<file path="config.mk">
export PLATFORM = sky130hd
export DESIGN_NAME = alpha_top
export DESIGN_NICKNAME = d
export VERILOG_FILES = /design/src/verilog/alpha_pkg.sv /design/src/verilog/alpha_bias_loader.sv /design/src/verilog/alpha_command_decode.sv /design/src/verilog/alpha_pulse_sequencer.sv /design/src/verilog/alpha_readout.sv /design/src/verilog/alpha_top.sv
export VERILOG_INCLUDE_DIRS = /design/src /design/src/include
export SDC_FILE = /design/constraint.sdc
export NUM_CORES = 1
export LEC_CHECK = 0
export BUFFER_PORTS_ARGS = -buffer_cell sky130_fd_sc_hd__buf_2
export CAP_MARGIN = 10
export CELL_PAD_IN_SITES_DETAIL_PLACEMENT = 0
export CELL_PAD_IN_SITES_GLOBAL_PLACEMENT = 2
export CORE_MARGIN = 3
export CORE_UTILIZATION = 38
export DETAILED_ROUTE_END_ITERATION = 8
export HOLD_SLACK_MARGIN = 0.06
export PLACE_DENSITY = 0.87
export RECOVER_POWER = 50
export SLEW_MARGIN = 20
export SYNTH_ARGS = -nofsm -noshare
export SYNTH_HDL_FRONTEND = slang
export SYNTH_SLANG_ARGS = --single-unit
</file>
<file path="constraint.sdc">
create_clock -name clock -period 3.83 [get_ports clock]
set_clock_uncertainty 0.2 [all_clocks]
set_input_delay 0.383 -clock clock [delete_from_list [all_inputs] [get_ports clock]]
set_output_delay 0.383 -clock clock [all_outputs]
set_load 0.05 [all_outputs]
</file>
<file path="src/include/alpha_cfg.svh">
/* timing constants in clock cycles, small values for simulation
   step and serial step must be at least 2 cycles */

`ifndef ALPHA_CFG_SVH
`define ALPHA_CFG_SVH

// unit step of the reset/sync and trigger/token schedules
`define ALPHA_STEP_CYCLES 4

// adc conversion wait between trig_top and tok_a_in
`define ALPHA_CONVERSION_CYCLES 16

// unit step of the bias shift, one bit takes three of these
`define ALPHA_SERIAL_CYCLES 2

// readout alignment word
`define ALPHA_HEADER_WORD 16'ha1fa

`endif

</file>
<file path="src/verilog/alpha_pkg.sv">
/* command and schedule encodings shared by the decoder, engines and top */

package alpha_pkg;

	// host command ops, value 3 is rejected
	typedef enum logic [1:0] {
		OP_RESET_SYNC = 2'd0,
		OP_LOAD_BIAS  = 2'd1,
		OP_TRIGGER    = 2'd2,
		OP_UNDEFINED  = 2'd3
	} alpha_op_t;

	// which pulse schedule the sequencer plays
	typedef enum logic {
		SCHED_RESET_SYNC = 1'b0,
		SCHED_TRIGGER    = 1'b1
	} pulse_kind_t;

endpackage

</file>
<file path="src/verilog/alpha_bias_loader.sv">
/* bias values are captured at load_start and may change afterwards
   a load takes 4 x 81 serial steps; a new start restarts it */
`timescale 1ns/10ps
`include "alpha_cfg.svh"

module alpha_bias_loader (
	input  logic clock,
	input  logic reset,
	input  logic load_start,
	input  logic [11:0] cmp_bias,
	input  logic [11:0] isel,
	input  logic [11:0] sb_bias,
	input  logic [11:0] db_bias,
	output logic load_busy,
	output logic sin,
	output logic sclk,
	output logic pclk
);
	localparam int S = `ALPHA_SERIAL_CYCLES;
	localparam int SW = $clog2(S + 1);

	logic [11:0] bias_q [4];
	logic [SW-1:0] step_count;
	logic [6:0] phase;
	logic [6:0] next_phase;
	logic [6:0] bit_base;
	logic [3:0] bit_count;
	logic [1:0] word_count;
	logic [15:0] cur_word;
	logic tick;

	// phase counts serial steps inside one word
	assign tick = (step_count == SW'(S - 1));
	assign next_phase = phase + 7'd1;
	assign bit_base = 7'(3 * bit_count);
	// two zero bits, address, 12-bit value
	assign cur_word = {2'b00, word_count, bias_q[word_count]};

	always_ff @(posedge clock) begin
		if (load_start) begin
			bias_q[0] <= cmp_bias;
			bias_q[1] <= isel;
			bias_q[2] <= sb_bias;
			bias_q[3] <= db_bias;
		end
	end

	always_ff @(posedge clock) begin
		if (reset) begin
			load_busy <= 1'b0;
			sin <= 1'b0;
			sclk <= 1'b0;
			pclk <= 1'b0;
			step_count <= '0;
			phase <= '0;
			bit_count <= '0;
			word_count <= '0;
		end else if (load_start) begin
			load_busy <= 1'b1;
			sin <= 1'b0;
			sclk <= 1'b0;
			pclk <= 1'b0;
			step_count <= SW'(1);
			phase <= '0;
			bit_count <= '0;
			word_count <= '0;
		end else if (load_busy) begin
			if (!tick) begin
				step_count <= step_count + 1'b1;
			end else begin
				step_count <= '0;
				phase <= next_phase;
				if (next_phase <= 7'd48) begin
					// three steps per bit, msb first
					if (next_phase == bit_base + 7'd1) begin
						sin <= cur_word[4'd15 - bit_count];
					end else if (next_phase == bit_base + 7'd2) begin
						sclk <= 1'b1;
					end else if (next_phase == bit_base + 7'd3) begin
						sclk <= 1'b0;
						bit_count <= bit_count + 1'b1;
					end
				end else begin
					// two latch pulses, sin low then high
					case (next_phase)
						7'd49: sin <= 1'b0;
						7'd50: pclk <= 1'b1;
						7'd63: pclk <= 1'b0;
						7'd64: sin <= 1'b1;
						7'd65: pclk <= 1'b1;
						7'd78: pclk <= 1'b0;
						7'd79: sin <= 1'b0;
						7'd81: begin
							if (word_count == 2'd3) begin
								load_busy <= 1'b0;
							end else begin
								word_count <= word_count + 1'b1;
								phase <= '0;
								bit_count <= '0;
							end
						end
						default: begin
						end
					endcase
				end
			end
		end
	end

endmodule

</file>
<file path="src/verilog/alpha_command_decode.sv">
/* one command at a time, cmd_op must hold while cmd_req is high
   undefined ops start nothing and are acked with cmd_bad set */
`timescale 1ns/10ps

module alpha_command_decode (
	input  logic clock,
	input  logic reset,
	input  logic cmd_req,
	input  alpha_pkg::alpha_op_t cmd_op,
	input  logic load_busy,
	input  logic seq_busy,
	output logic cmd_ack,
	output logic cmd_bad,
	output logic load_start,
	output logic seq_start,
	output alpha_pkg::pulse_kind_t seq_kind
);
	import alpha_pkg::*;

	typedef enum logic [1:0] {S_IDLE, S_WAIT_BUSY, S_ACK, S_RELEASE} state_t;

	state_t state;
	alpha_op_t op_q;
	logic armed;
	logic engine_busy;

	assign engine_busy = (op_q == OP_LOAD_BIAS) ? load_busy : seq_busy;
	assign seq_kind = (op_q == OP_TRIGGER) ? SCHED_TRIGGER : SCHED_RESET_SYNC;

	always_ff @(posedge clock) begin
		if (state == S_IDLE && cmd_req) begin
			op_q <= cmd_op;
		end
	end

	always_ff @(posedge clock) begin
		if (reset) begin
			state <= S_IDLE;
			armed <= 1'b0;
			cmd_ack <= 1'b0;
			cmd_bad <= 1'b0;
			load_start <= 1'b0;
			seq_start <= 1'b0;
		end else begin
			load_start <= 1'b0;
			seq_start <= 1'b0;
			case (state)
				S_IDLE: begin
					if (cmd_req && cmd_op == OP_UNDEFINED) begin
						cmd_ack <= 1'b1;
						cmd_bad <= 1'b1;
						state <= S_ACK;
					end else if (cmd_req) begin
						load_start <= (cmd_op == OP_LOAD_BIAS);
						seq_start <= (cmd_op != OP_LOAD_BIAS);
						armed <= 1'b0;
						state <= S_WAIT_BUSY;
					end
				end
				S_WAIT_BUSY: begin
					// skip the cycle before busy rises
					armed <= 1'b1;
					if (armed && !engine_busy) begin
						cmd_ack <= 1'b1;
						cmd_bad <= 1'b0;
						state <= S_ACK;
					end
				end
				S_ACK: begin
					if (!cmd_req) begin
						cmd_ack <= 1'b0;
						cmd_bad <= 1'b0;
						state <= S_RELEASE;
					end
				end
				S_RELEASE: begin
					// req and ack both low here for a cycle
					if (!cmd_req) begin
						state <= S_IDLE;
					end
				end
				default: state <= S_IDLE;
			endcase
		end
	end

endmodule

</file>
<file path="src/verilog/alpha_pulse_sequencer.sv">
/* step T and conversion wait C from alpha_cfg.svh, T at least 2
   a start while busy restarts the schedule from the beginning */
`timescale 1ns/10ps
`include "alpha_cfg.svh"

module alpha_pulse_sequencer (
	input  logic clock,
	input  logic reset,
	input  logic seq_start,
	input  alpha_pkg::pulse_kind_t seq_kind,
	output logic seq_busy,
	output logic dreset,
	output logic sync,
	output logic trig_top,
	output logic tok_a_in
);
	import alpha_pkg::*;

	localparam int T = `ALPHA_STEP_CYCLES;
	localparam int C = `ALPHA_CONVERSION_CYCLES;
	localparam int CW = $clog2(5 * T + C + 2);

	pulse_kind_t kind_q;
	logic [CW-1:0] count;
	logic [CW-1:0] next_count;
	logic [CW-1:0] delay;
	logic first_on;
	logic second_on;
	logic is_trigger;

	// count is the cycle index since start
	assign next_count = count + 1'b1;
	assign is_trigger = (kind_q == SCHED_TRIGGER);
	// only the token waits for conversion
	assign delay = is_trigger ? CW'(C) : '0;
	assign first_on = (next_count >= CW'(T)) && (next_count < CW'(2 * T));
	assign second_on = (next_count >= CW'(3 * T) + delay) && (next_count < CW'(4 * T) + delay);

	always_ff @(posedge clock) begin
		if (seq_start) begin
			kind_q <= seq_kind;
		end
	end

	always_ff @(posedge clock) begin
		if (reset) begin
			seq_busy <= 1'b0;
			count <= '0;
			dreset <= 1'b0;
			sync <= 1'b0;
			trig_top <= 1'b0;
			tok_a_in <= 1'b0;
		end else if (seq_start) begin
			seq_busy <= 1'b1;
			count <= CW'(1);
			dreset <= 1'b0;
			sync <= 1'b0;
			trig_top <= 1'b0;
			tok_a_in <= 1'b0;
		end else if (seq_busy) begin
			count <= next_count;
			seq_busy <= (next_count < CW'(5 * T) + delay);
			dreset <= first_on && !is_trigger;
			trig_top <= first_on && is_trigger;
			sync <= second_on && !is_trigger;
			tok_a_in <= second_on && is_trigger;
		end
	end

endmodule

</file>
<file path="src/verilog/alpha_readout.sv">
/* data_a is asynchronous; no words are reported before the first header
   a data word equal to the header realigns framing, as a header would */
`timescale 1ns/10ps
`include "alpha_cfg.svh"

module alpha_readout (
	input  logic clock,
	input  logic reset,
	input  logic data_a,
	output logic [15:0] data_word,
	output logic header,
	output logic word_valid
);
	logic [2:0] sync_q;
	logic [15:0] window;
	logic [3:0] bit_count;
	logic aligned;
	logic header_seen;
	logic word_done;

	assign header_seen = (window == `ALPHA_HEADER_WORD);
	// a full word lands every 16 bits after the header
	assign word_done = aligned && (bit_count == 4'd0);

	// three flops against metastability, then the 16-bit window
	always_ff @(posedge clock) begin
		sync_q <= {sync_q[1:0], data_a};
		window <= {window[14:0], sync_q[2]};
	end

	always_ff @(posedge clock) begin
		if (header_seen || word_done) begin
			data_word <= window;
		end
	end

	always_ff @(posedge clock) begin
		if (reset) begin
			bit_count <= '0;
			aligned <= 1'b0;
			word_valid <= 1'b0;
			header <= 1'b0;
		end else begin
			bit_count <= bit_count + 1'b1;
			word_valid <= 1'b0;
			header <= 1'b0;
			if (header_seen) begin
				bit_count <= 4'd1;
				aligned <= 1'b1;
				word_valid <= 1'b1;
				header <= 1'b1;
			end else if (word_done) begin
				word_valid <= 1'b1;
			end
		end
	end

endmodule

</file>
<file path="src/verilog/alpha_top.sv">
/* host commands over a four-phase req/ack handshake, one at a time
   readout runs on its own and has no back-pressure */
`timescale 1ns/10ps

module alpha_top (
	input  logic clock,
	input  logic reset,
	input  logic cmd_req,
	input  alpha_pkg::alpha_op_t cmd_op,
	output logic cmd_ack,
	output logic cmd_bad,
	input  logic [11:0] cmp_bias,
	input  logic [11:0] isel,
	input  logic [11:0] sb_bias,
	input  logic [11:0] db_bias,
	output logic dreset,
	output logic sync,
	output logic trig_top,
	output logic tok_a_in,
	output logic sin,
	output logic sclk,
	output logic pclk,
	input  logic data_a,
	output logic [15:0] data_word,
	output logic header,
	output logic word_valid
);
	import alpha_pkg::*;

	logic load_start;
	logic load_busy;
	logic seq_start;
	logic seq_busy;
	pulse_kind_t seq_kind;

	alpha_command_decode decode (
		.clock(clock), .reset(reset), .cmd_req(cmd_req), .cmd_op(cmd_op),
		.load_busy(load_busy), .seq_busy(seq_busy), .cmd_ack(cmd_ack), .cmd_bad(cmd_bad),
		.load_start(load_start), .seq_start(seq_start), .seq_kind(seq_kind)
	);

	alpha_bias_loader loader (
		.clock(clock), .reset(reset), .load_start(load_start),
		.cmp_bias(cmp_bias), .isel(isel), .sb_bias(sb_bias), .db_bias(db_bias),
		.load_busy(load_busy), .sin(sin), .sclk(sclk), .pclk(pclk)
	);

	alpha_pulse_sequencer sequencer (
		.clock(clock), .reset(reset), .seq_start(seq_start), .seq_kind(seq_kind),
		.seq_busy(seq_busy), .dreset(dreset), .sync(sync),
		.trig_top(trig_top), .tok_a_in(tok_a_in)
	);

	alpha_readout readout (
		.clock(clock), .reset(reset), .data_a(data_a),
		.data_word(data_word), .header(header), .word_valid(word_valid)
	);

endmodule
</file>
==> results of run 1 <==
==> critical path: cells and delay by family (launching register included) <==
kind,cells,cell delay (ps)
flops,1,320
compound gates,5,720
simple gates,2,1080
fa+ha+maj,2,760
xor+xnor,1,160
==> worst max-delay path by stage <==
stage,cells past startpoint,endpoint
after floorplan,11,loader.sin
after global placement,10,loader.sin
after detailed placement,10,loader.sin
after CTS,10,loader.sin
after global routing,4,loader.bit_count[0]
final,10,loader.sin
==> power groups by stage <==
stage               clock (mW)  sequential [mW]  combinational (mW)
floorplan                    0             1.65               0.377
detailed placement           0             1.63               0.537
CTS                       1.61             1.60               0.583
finish                    1.58             1.60               0.584
global route              1.67             1.61               0.648
global placement             0             1.63               0.526
==> synth_stat cells (all sizes together), types with 15 or more instances <==
cell,instances
a21oi,30
clkbuf,16
dfxtp,65
edfxtp,67
ha,26
inv,21
nand2,35
nand3,18
nor2,41
nor3,19
xnor2,15
xor2,15
==> metal layers <==
layer	up-vias	global-route usage [%]	wire length [microns]	part of all wire, %
li1	2130	-	-	-
met5	-	0	0	0
met4	0	7.00	306	2.2
met3	25	3.68	609	4.5
met2	85	27.5	6940	51
met1	2105	19.7	5780	42
==> flip-flops by register name, summed over array words and instances (netlist names), 2 cells and up, named ones only <==
name and count:
decode.state 2, loader.step_count 2, loader.phase 7, decode.op_q 2, readout.data_word 16, readout.sync_q 3, loader.bit_count 4, loader.word_count 2
readout.bit_count 4, loader.bias_q 48, readout.window 16, sequencer.count 6
==> layout make-up <==
class	count	area [sq um]
clock buffer	18	450
sequential	132	3310
timing repair buffer	142	975
fill	1405	7630
inverter	21	78.8
clock inverter	14	131
multi-input combinational	330	2470
tap	211	264
==> per-stage QoR <==
| stage | hold WS, ps | power (mW) | utilization (%) | cells | setup WS [ps] |
|---|---|---|---|---|---|
| detailed placement | 115 | 2.17 | 43.1 | 785 | 522 |
| global placement | 112 | 2.15 | 43.1 | 785 | 577 |
| floorplan | 110 | 2.03 | - | 508 | 545 |
| global route | 134 | 3.93 | 50.1 | 868 | 230 |
| finish | 127 | 3.77 | 50.1 | 868 | 477 |
| CTS | 126 | 3.79 | 50.3 | 868 | 510 |
==> cells by family (layout without fill, tap and decap cells) <==
family,Yosys count,count (layout)
AOI/OAI and AO/OA,81,81
xor gates and xnor gates,31,31
adders and majority gates,27,27
buffers and inverters,46,195
DFF,132,132
muxes,24,24
and+or+nand+nor,167,167
==> metrics.txt, run 1 <==
status=finished, violations left; violated checks=max-capacitance violations, max-slew violations; Flop pwr share=42.6%; Synth cell types=62; CORE AREA=15300 sq um; placer congestion estimate=0.884; CP required=3940 ps; Worst Setup End Kind=register; Layout area overhead=28.5%; most frequent cells in the layout=68 x buf_2, 67 x edfxtp_1, 64 x dfxtp_1; Top FF cell, synth=edfxtp_1; CTS Sinks=132; R2R setup slack=480 ps; adder-cell share of the synthesized area=5.78%; mux cell area share after synthesis=6.60%; cell accounting for the most synthesized area=edfxtp_1; Worst slew margin=-76.0%; DRT Pass-1 Iters=4; Placed Instance Area=6610 sq um; first-pass GRT wire length=22400 microns; # diodes=0; htree depth=4; Async SR Flop Fraction=0%; global route total overflow=0; area fraction of the dominant cell type after synthesis=33.7%; Post-Synth XOR/XNOR Area=5.40%; slowest stage delay, CP=550 ps; Synth Area in Simple Gates=14.2%; Routed WL per cell=15.7 microns; Pwr Density=490 nW/um^2; Post-CTS Setup Inserts=0; Clk Latency, worst-skew pair=420 ps; crit path max fanout=6; RSZ-0062 raised after global routing=no; hold wc startpoint=readout.sync_q[1]; cells after synthesis=508; Setup violations, final=0; vias per inst=5.01; DR iter-0 viols=261; Final ANT Viol Nets=0; Slew Viols, Final=53; Port-buffer cells=80; Slew @ Worst Pin=2640 ps; switch share=27.9%; CP Launch Type=register; Max Freq=0.298 GHz; Post-CTS Hold Buffers=51; commonest non-fill, non-tap cell in the layout=buf_2; min Tclk post-route=3350 ps; Synth Area in Compound Gates=9.24%; io pins=81; Worst-path clk slew=60 ps; Post-synth EDFFs=67; vias in the first global route=4454; Post-Syn Area per Cell=11.8 sq um; Mapped Nets=589; final worst path period share=87.6%; Post-route DRC=0; finished layout cell area=7680 sq um; largest family of logic cells by synthesized area=simple AND/OR/NAND/NOR gates; Final nets=725; gr usage total=16.1%; Hold Violations, Final=0; largest net degree at the start of global routing=53; row count=45; worst-case hold path end point=readout.sync_q[2]; slowest CP cell=or4_1; combinational power share=15.5%; Hold WC Path Type=reg2reg; worst-path cell chain=ha_1 > fa_1 > or4_1 > a21oi_1 > o2bb2ai_1 > xor2_1 > o211ai_1 > a41oi_1 > or4_1 > o211a_1; clock share of power=41.9%; Die Wd=131 microns; Worst EP arrival=3460 ps; Synth area leaders=edfxtp_1 34%, dfxtp_1 22%, ha_1 5.4%; setup TNS=0 ps; Max Root-Sink Buffers=2; CTS Buf Count=17; reg2reg path depth=10; Starting Density=39.0%; vias=4345; cell mode on critical path=or4_1; cell-internal power=2.72 mW; Worst Setup SP=loader.bit_count[1]; share of layout cells above drive strength 1=21.8%; synth warn=0; post-synthesis register bit count=132; sequential fraction of the synthesis area=55.5%; switching power total=1.05 mW; Post-DP HPWL=9080 microns; CTS tree=yes; initial antenna violation count=0; die area=17300 sq um; Root Driver=clkbuf_16; Setup CP Type=reg2reg; Cell Area, Synth=5970 sq um; DRT Wirelength=13600 microns; Gates resized, CTS repair=0; Max IR drop VDD=0.371 mV; RR Startpoint=loader.bit_count[1]; Hold Path Depth=0; reg2reg end=loader.sin; Die Y=131 microns; LEAKAGE=2.91 nW; maxcap violations=1
(Power assumes the default switching activity.)
==> run 2: changes to the inputs <==
- CELL_PAD_IN_SITES_DETAIL_PLACEMENT: 0 -> 2
==> metrics.txt, run 2 (synthesis results as in run 1) <==
Hold Violations, Final=0; Pwr Density=536 nW/um^2; placer congestion estimate=0.884; maxcap violations=0; Worst EP arrival=3920 ps; Worst slew margin=2.61%; vias in the first global route=5800; register bank with the most flops=loader.bias_q; reg2reg end=loader.bit_count[0]; Hold Path Depth=0; reg2reg path depth=10; die area=17300 sq um; CTS Sinks=132; Worst Setup End Kind=register; first-pass GRT wire length=40400 microns; gr usage total=32.1%; CP Launch Type=register; non-filler cells, final=868; min Tclk post-route=3830 ps; max reg flops=48; Root Driver=clkbuf_16; Slew Viols, Final=0; status=completed; largest net degree at the start of global routing=53; DP Worst Slack=325 ps; Slew @ Worst Pin=1460 ps; vias per inst=5.82; Max IR drop VDD=0.523 mV; Clk Latency, worst-skew pair=450 ps; Post-CTS Setup Inserts=0; LEAKAGE=2.88 nW; Die Wd=131 microns; vias=5053; Starting Density=39.0%; Hold WC Path Type=reg2reg; share of layout cells above drive strength 1=19.5%; worst-case hold path end point=readout.window[0]; R2R setup slack=4 ps; Post-DP HPWL=12900 microns; Setup violations, final=0; Post-route DRC=0; CP required=3930 ps; Fillers=1513; Min Hold Slack=134 ps; # diodes=0; RR Startpoint=loader.bit_count[0]; CORE AREA=15300 sq um; crit path max fanout=6; Port-buffer cells=80; global route total overflow=0; Die Y=131 microns; Routed WL per cell=31.4 microns; Final nets=725; hold wc startpoint=readout.sync_q[2]; fin worst setup slack=4.39 ps; final worst path period share=99.9%; Final ANT Viol Nets=0; Largest regs=loader.bias_q (48), readout.data_word (16), readout.window (16); io pins=81; initial antenna violation count=1; DR iter-0 viols=478; DRT Pass-1 Iters=5; placed insts=785; Max Root-Sink Buffers=2; Max Freq=0.261 GHz; Layout area overhead=28.9%; DRT Wirelength=27300 microns; Worst-path clk slew=80 ps; CTS tree=yes; commonest non-fill, non-tap cell in the layout=edfxtp_1; most frequent cells in the layout=67 x edfxtp_1, 65 x dfxtp_1, 51 x dlygate4sd3_1; Setup CP Type=reg2reg; CTS Buf Count=17; row count=45; htree depth=4
run 2: cell count changes in the layout (fill, tap and decap cells not counted), moves of 2 or more:
cell,delta
clkbuf_1,+16
buf_2,-19
clkbuf_2,+2
clkinv_4,-2
run 2: worst max-delay path, cell delays in order, from the launching register on:
cell,delay [ps]
dfxtp_1,360
ha_1,300
fa_1,550
or4_1,580
a21oi_1,250
o2bb2ai_1,130
xor2_1,280
nor2_2,120
o2111ai_4,330
mux2i_1,440
o31ai_4,140
run 2: area by class of cell:
class                      count  area (sq um)  share of cell area (%)
clock buffer                  19           464                    6.03
clock inverter                13           128                    1.66
inverter                      21          78.8                    1.02
multi-input combinational    330          2500                    32.5
sequential                   132          3310                    43.0
tap                          211           264                    3.43
timing repair buffer         142           953                    12.4
run 2: power breakdown:
group | leakage [nW] | internal, mW | switching, mW
registers | 1.14 | 1.56 | 0.0743
logic | 1.44 | 0.269 | 0.472
clock network | 0.295 | 0.923 | 0.830
total | 2.88 | 2.75 | 1.38
run 2: timing repair:
item,in CTS,in global routing
endpoints found under the hold margin,53,0
pin swaps,0,1
setup endpoints to repair,1,3
gates resized for setup,1,4
hold buffers,51,0
run 2: through the flow:
step | cell area (sq um) | TNS (ps) | power [mW] | util (%)
6_report | 7700 | 0 | 4.13 | 50.3
5_1_grt | 7700 | -36.4 | 4.23 | 50.3
4_1_cts | 7710 | 0 | 3.99 | 50.4
3_5_place_dp | 6610 | 0 | 2.22 | 43.1
3_3_place_gp | 6610 | 0 | 2.15 | 43.1
2_1_floorplan | 5970 | 0 | 2.03 | -
run 2: routing by layer:
| layer | global-route usage (%) | vias to the layer above | routed length [microns] |
|---|---|---|---|
| li1 | - | 2125 | - |
| met1 | 32.4 | 2546 | 9310 |
| met2 | 57.7 | 264 | 14200 |
| met3 | 7.35 | 116 | 1410 |
| met4 | 23.5 | 2 | 2370 |
| met5 | 0 | - | 13 |
run 2: worst max path at each step:
stage,start,end,slack (ps),depth (start not counted)
after global placement,loader.bit_count[1],loader.sin,580,10
after global routing,loader.bit_count[1],loader.bit_count[0],-40,10
after floorplan,loader.bit_count[2],loader.sin,540,11
final,loader.bit_count[0],loader.bit_count[0],4,10
after detailed placement,loader.bit_count[1],loader.bit_count[2],330,10
after CTS,loader.bit_count[0],loader.bit_count[0],20,10
==> run 3: changes to the inputs <==
- SETUP_SLACK_MARGIN: not set -> 0.3
==> metrics.txt, run 3 (synthesis results as in run 1) <==
Pwr Density=534 nW/um^2; Die Y=131 microns; Clk Latency, worst-skew pair=450 ps; global route total overflow=0; share of layout cells above drive strength 1=22.8%; Worst-path clk slew=80 ps; DP Worst Slack=325 ps; Setup violations, final=0; Final ANT Viol Nets=0; Placed Instance Area=6610 sq um; Post-DP HPWL=12900 microns; reg2reg end=loader.sin; CP Launch Type=register; Max Root-Sink Buffers=2; Routed WL per cell=32.2 microns; gr usage total=32.4%; Starting Density=39.0%; vias in the first global route=5801; status=finished, violations left; worst-path cell chain=ha_4 > fa_2 > buf_4 > nand2_1 > o21ai_0 > o2bb2ai_1 > xor2_1 > buf_4 > o211ai_1 > a41oi_2 > or4_1 > o211a_1; LEAKAGE=2.90 nW; Post-route DRC=0; slowest CP cell=or4_1; RSZ-0062 raised after global routing=no; vias=5216; max reg flops=48; Port-buffer cells=80; final worst path period share=95.2%; Max Freq=0.274 GHz; DR iter-0 viols=407; CP top delay family=compound AO/OA/AOI/OAI gates; most frequent cells in the layout=67 x edfxtp_1, 59 x dfxtp_1, 51 x dlygate4sd3_1; CTS Buf Count=17; Worst Setup End Kind=register; row count=45; initial antenna violation count=1; Slew Viols, Final=0; first-pass GRT wire length=40700 microns; R2R setup slack=180 ps; Final nets=731; CORE AREA=15300 sq um; CTS tree=yes; CP required=3970 ps; register bank with the most flops=loader.bias_q; Fillers=1518; vias per inst=5.97; largest net degree at the start of global routing=53; violated checks=max-capacitance violations; worst-case hold path end point=readout.window[0]; Hold Violations, Final=0; Die Wd=131 microns; Root Driver=clkbuf_16; Layout area overhead=31.5%; finished layout cell area=7860 sq um; setup TNS=0 ps; Largest regs=loader.bias_q (48), readout.data_word (16), readout.window (16); crit path max fanout=5; CTS Sinks=132; Tot Pwr=4.20 mW; hold wc startpoint=readout.sync_q[2]; worst path bufs/invs=2; Setup CP Type=reg2reg; maxcap violations=1; Worst slew margin=0.251%; # diodes=0; DRT Wirelength=28100 microns; Hold Path Depth=0; reg2reg path depth=12; io pins=81; cell mode on critical path=buf_4; RR Startpoint=loader.bit_count[0]; Max IR drop VDD=0.481 mV; DRT Pass-1 Iters=5; htree depth=4; slowest stage delay, CP=530 ps; Slew @ Worst Pin=1500 ps; die area=17300 sq um; commonest non-fill, non-tap cell in the layout=edfxtp_1; fin worst setup slack=182 ps; Hold WC Path Type=reg2reg; placer congestion estimate=0.884; min Tclk post-route=3650 ps; Worst EP arrival=3790 ps
## run 3: cell types whose count changed in the layout (fill, tap and decap cells not counted), moves of 2 or more
cell / before / now
ha_2: 0 / 2
a21oi_1: 30 / 24
dfxtp_1: 65 / 59
dfxtp_2: 0 / 5
a21oi_4: 0 / 3
buf_4: 10 / 13
buf_6: 0 / 3
ha_1: 26 / 23
a21oi_2: 0 / 3
buf_2: 49 / 46
clkbuf_1: 29 / 34
## run 3: layer usage
layer | track usage [%] | routed length, microns
met4 | 22.8 | 2170
met5 | 0 | 12
met1 | 32.3 | 9580
met3 | 7.58 | 1560
met2 | 59.0 | 14800
## run 3: report_power, final
group | switching [mW] | internal, mW | total [mW]
clock | 0.820 | 0.922 | 1.74
sequential | 0.0792 | 1.56 | 1.64
combinational | 0.513 | 0.301 | 0.814
## run 3: repair_timing
action | 4_1_cts | 5_1_grt
buffers inserted | 3 | 3
endpoints found under the hold margin | 53 | 0
pin swaps | 3 | 9
setup endpoints to repair | 6 | 9
resized for setup | 9 | 25
hold buffers | 51 | 0
## run 3: per-stage QoR
step | hold slack [ps] | utilization [%] | cells
2_1_floorplan | 110 | - | 508
3_3_place_gp | 112 | 43.1 | 785
3_5_place_dp | 117 | 43.1 | 785
4_1_cts | 133 | 50.8 | 871
5_1_grt | 147 | 51.3 | 874
6_report | 128 | 51.3 | 874
## run 3: area by class of cell
class | instances | area [sq um] | area share [%]
multi-input cells | 330 | 2590 | 33.0
clock buffers | 19 | 464 | 5.91
flip-flops and latches | 132 | 3320 | 42.3
well taps | 211 | 264 | 3.36
inverters | 21 | 78.8 | 1.00
clock inverters | 13 | 128 | 1.62
repair buffers | 148 | 1000 | 12.8
## run 3: worst max path at each step
stage / slack [ps] / from / end / cells after the start
2_1_floorplan: 540 / loader.bit_count[2] / loader.sin / 11
3_3_place_gp: 580 / loader.bit_count[1] / loader.sin / 10
3_5_place_dp: 330 / loader.bit_count[1] / loader.bit_count[2] / 10
4_1_cts: 310 / loader.bit_count[0] / loader.bit_count[0] / 9
5_1_grt: 170 / loader.bit_count[1] / loader.sin / 12
6_report: 180 / loader.bit_count[0] / loader.sin / 12
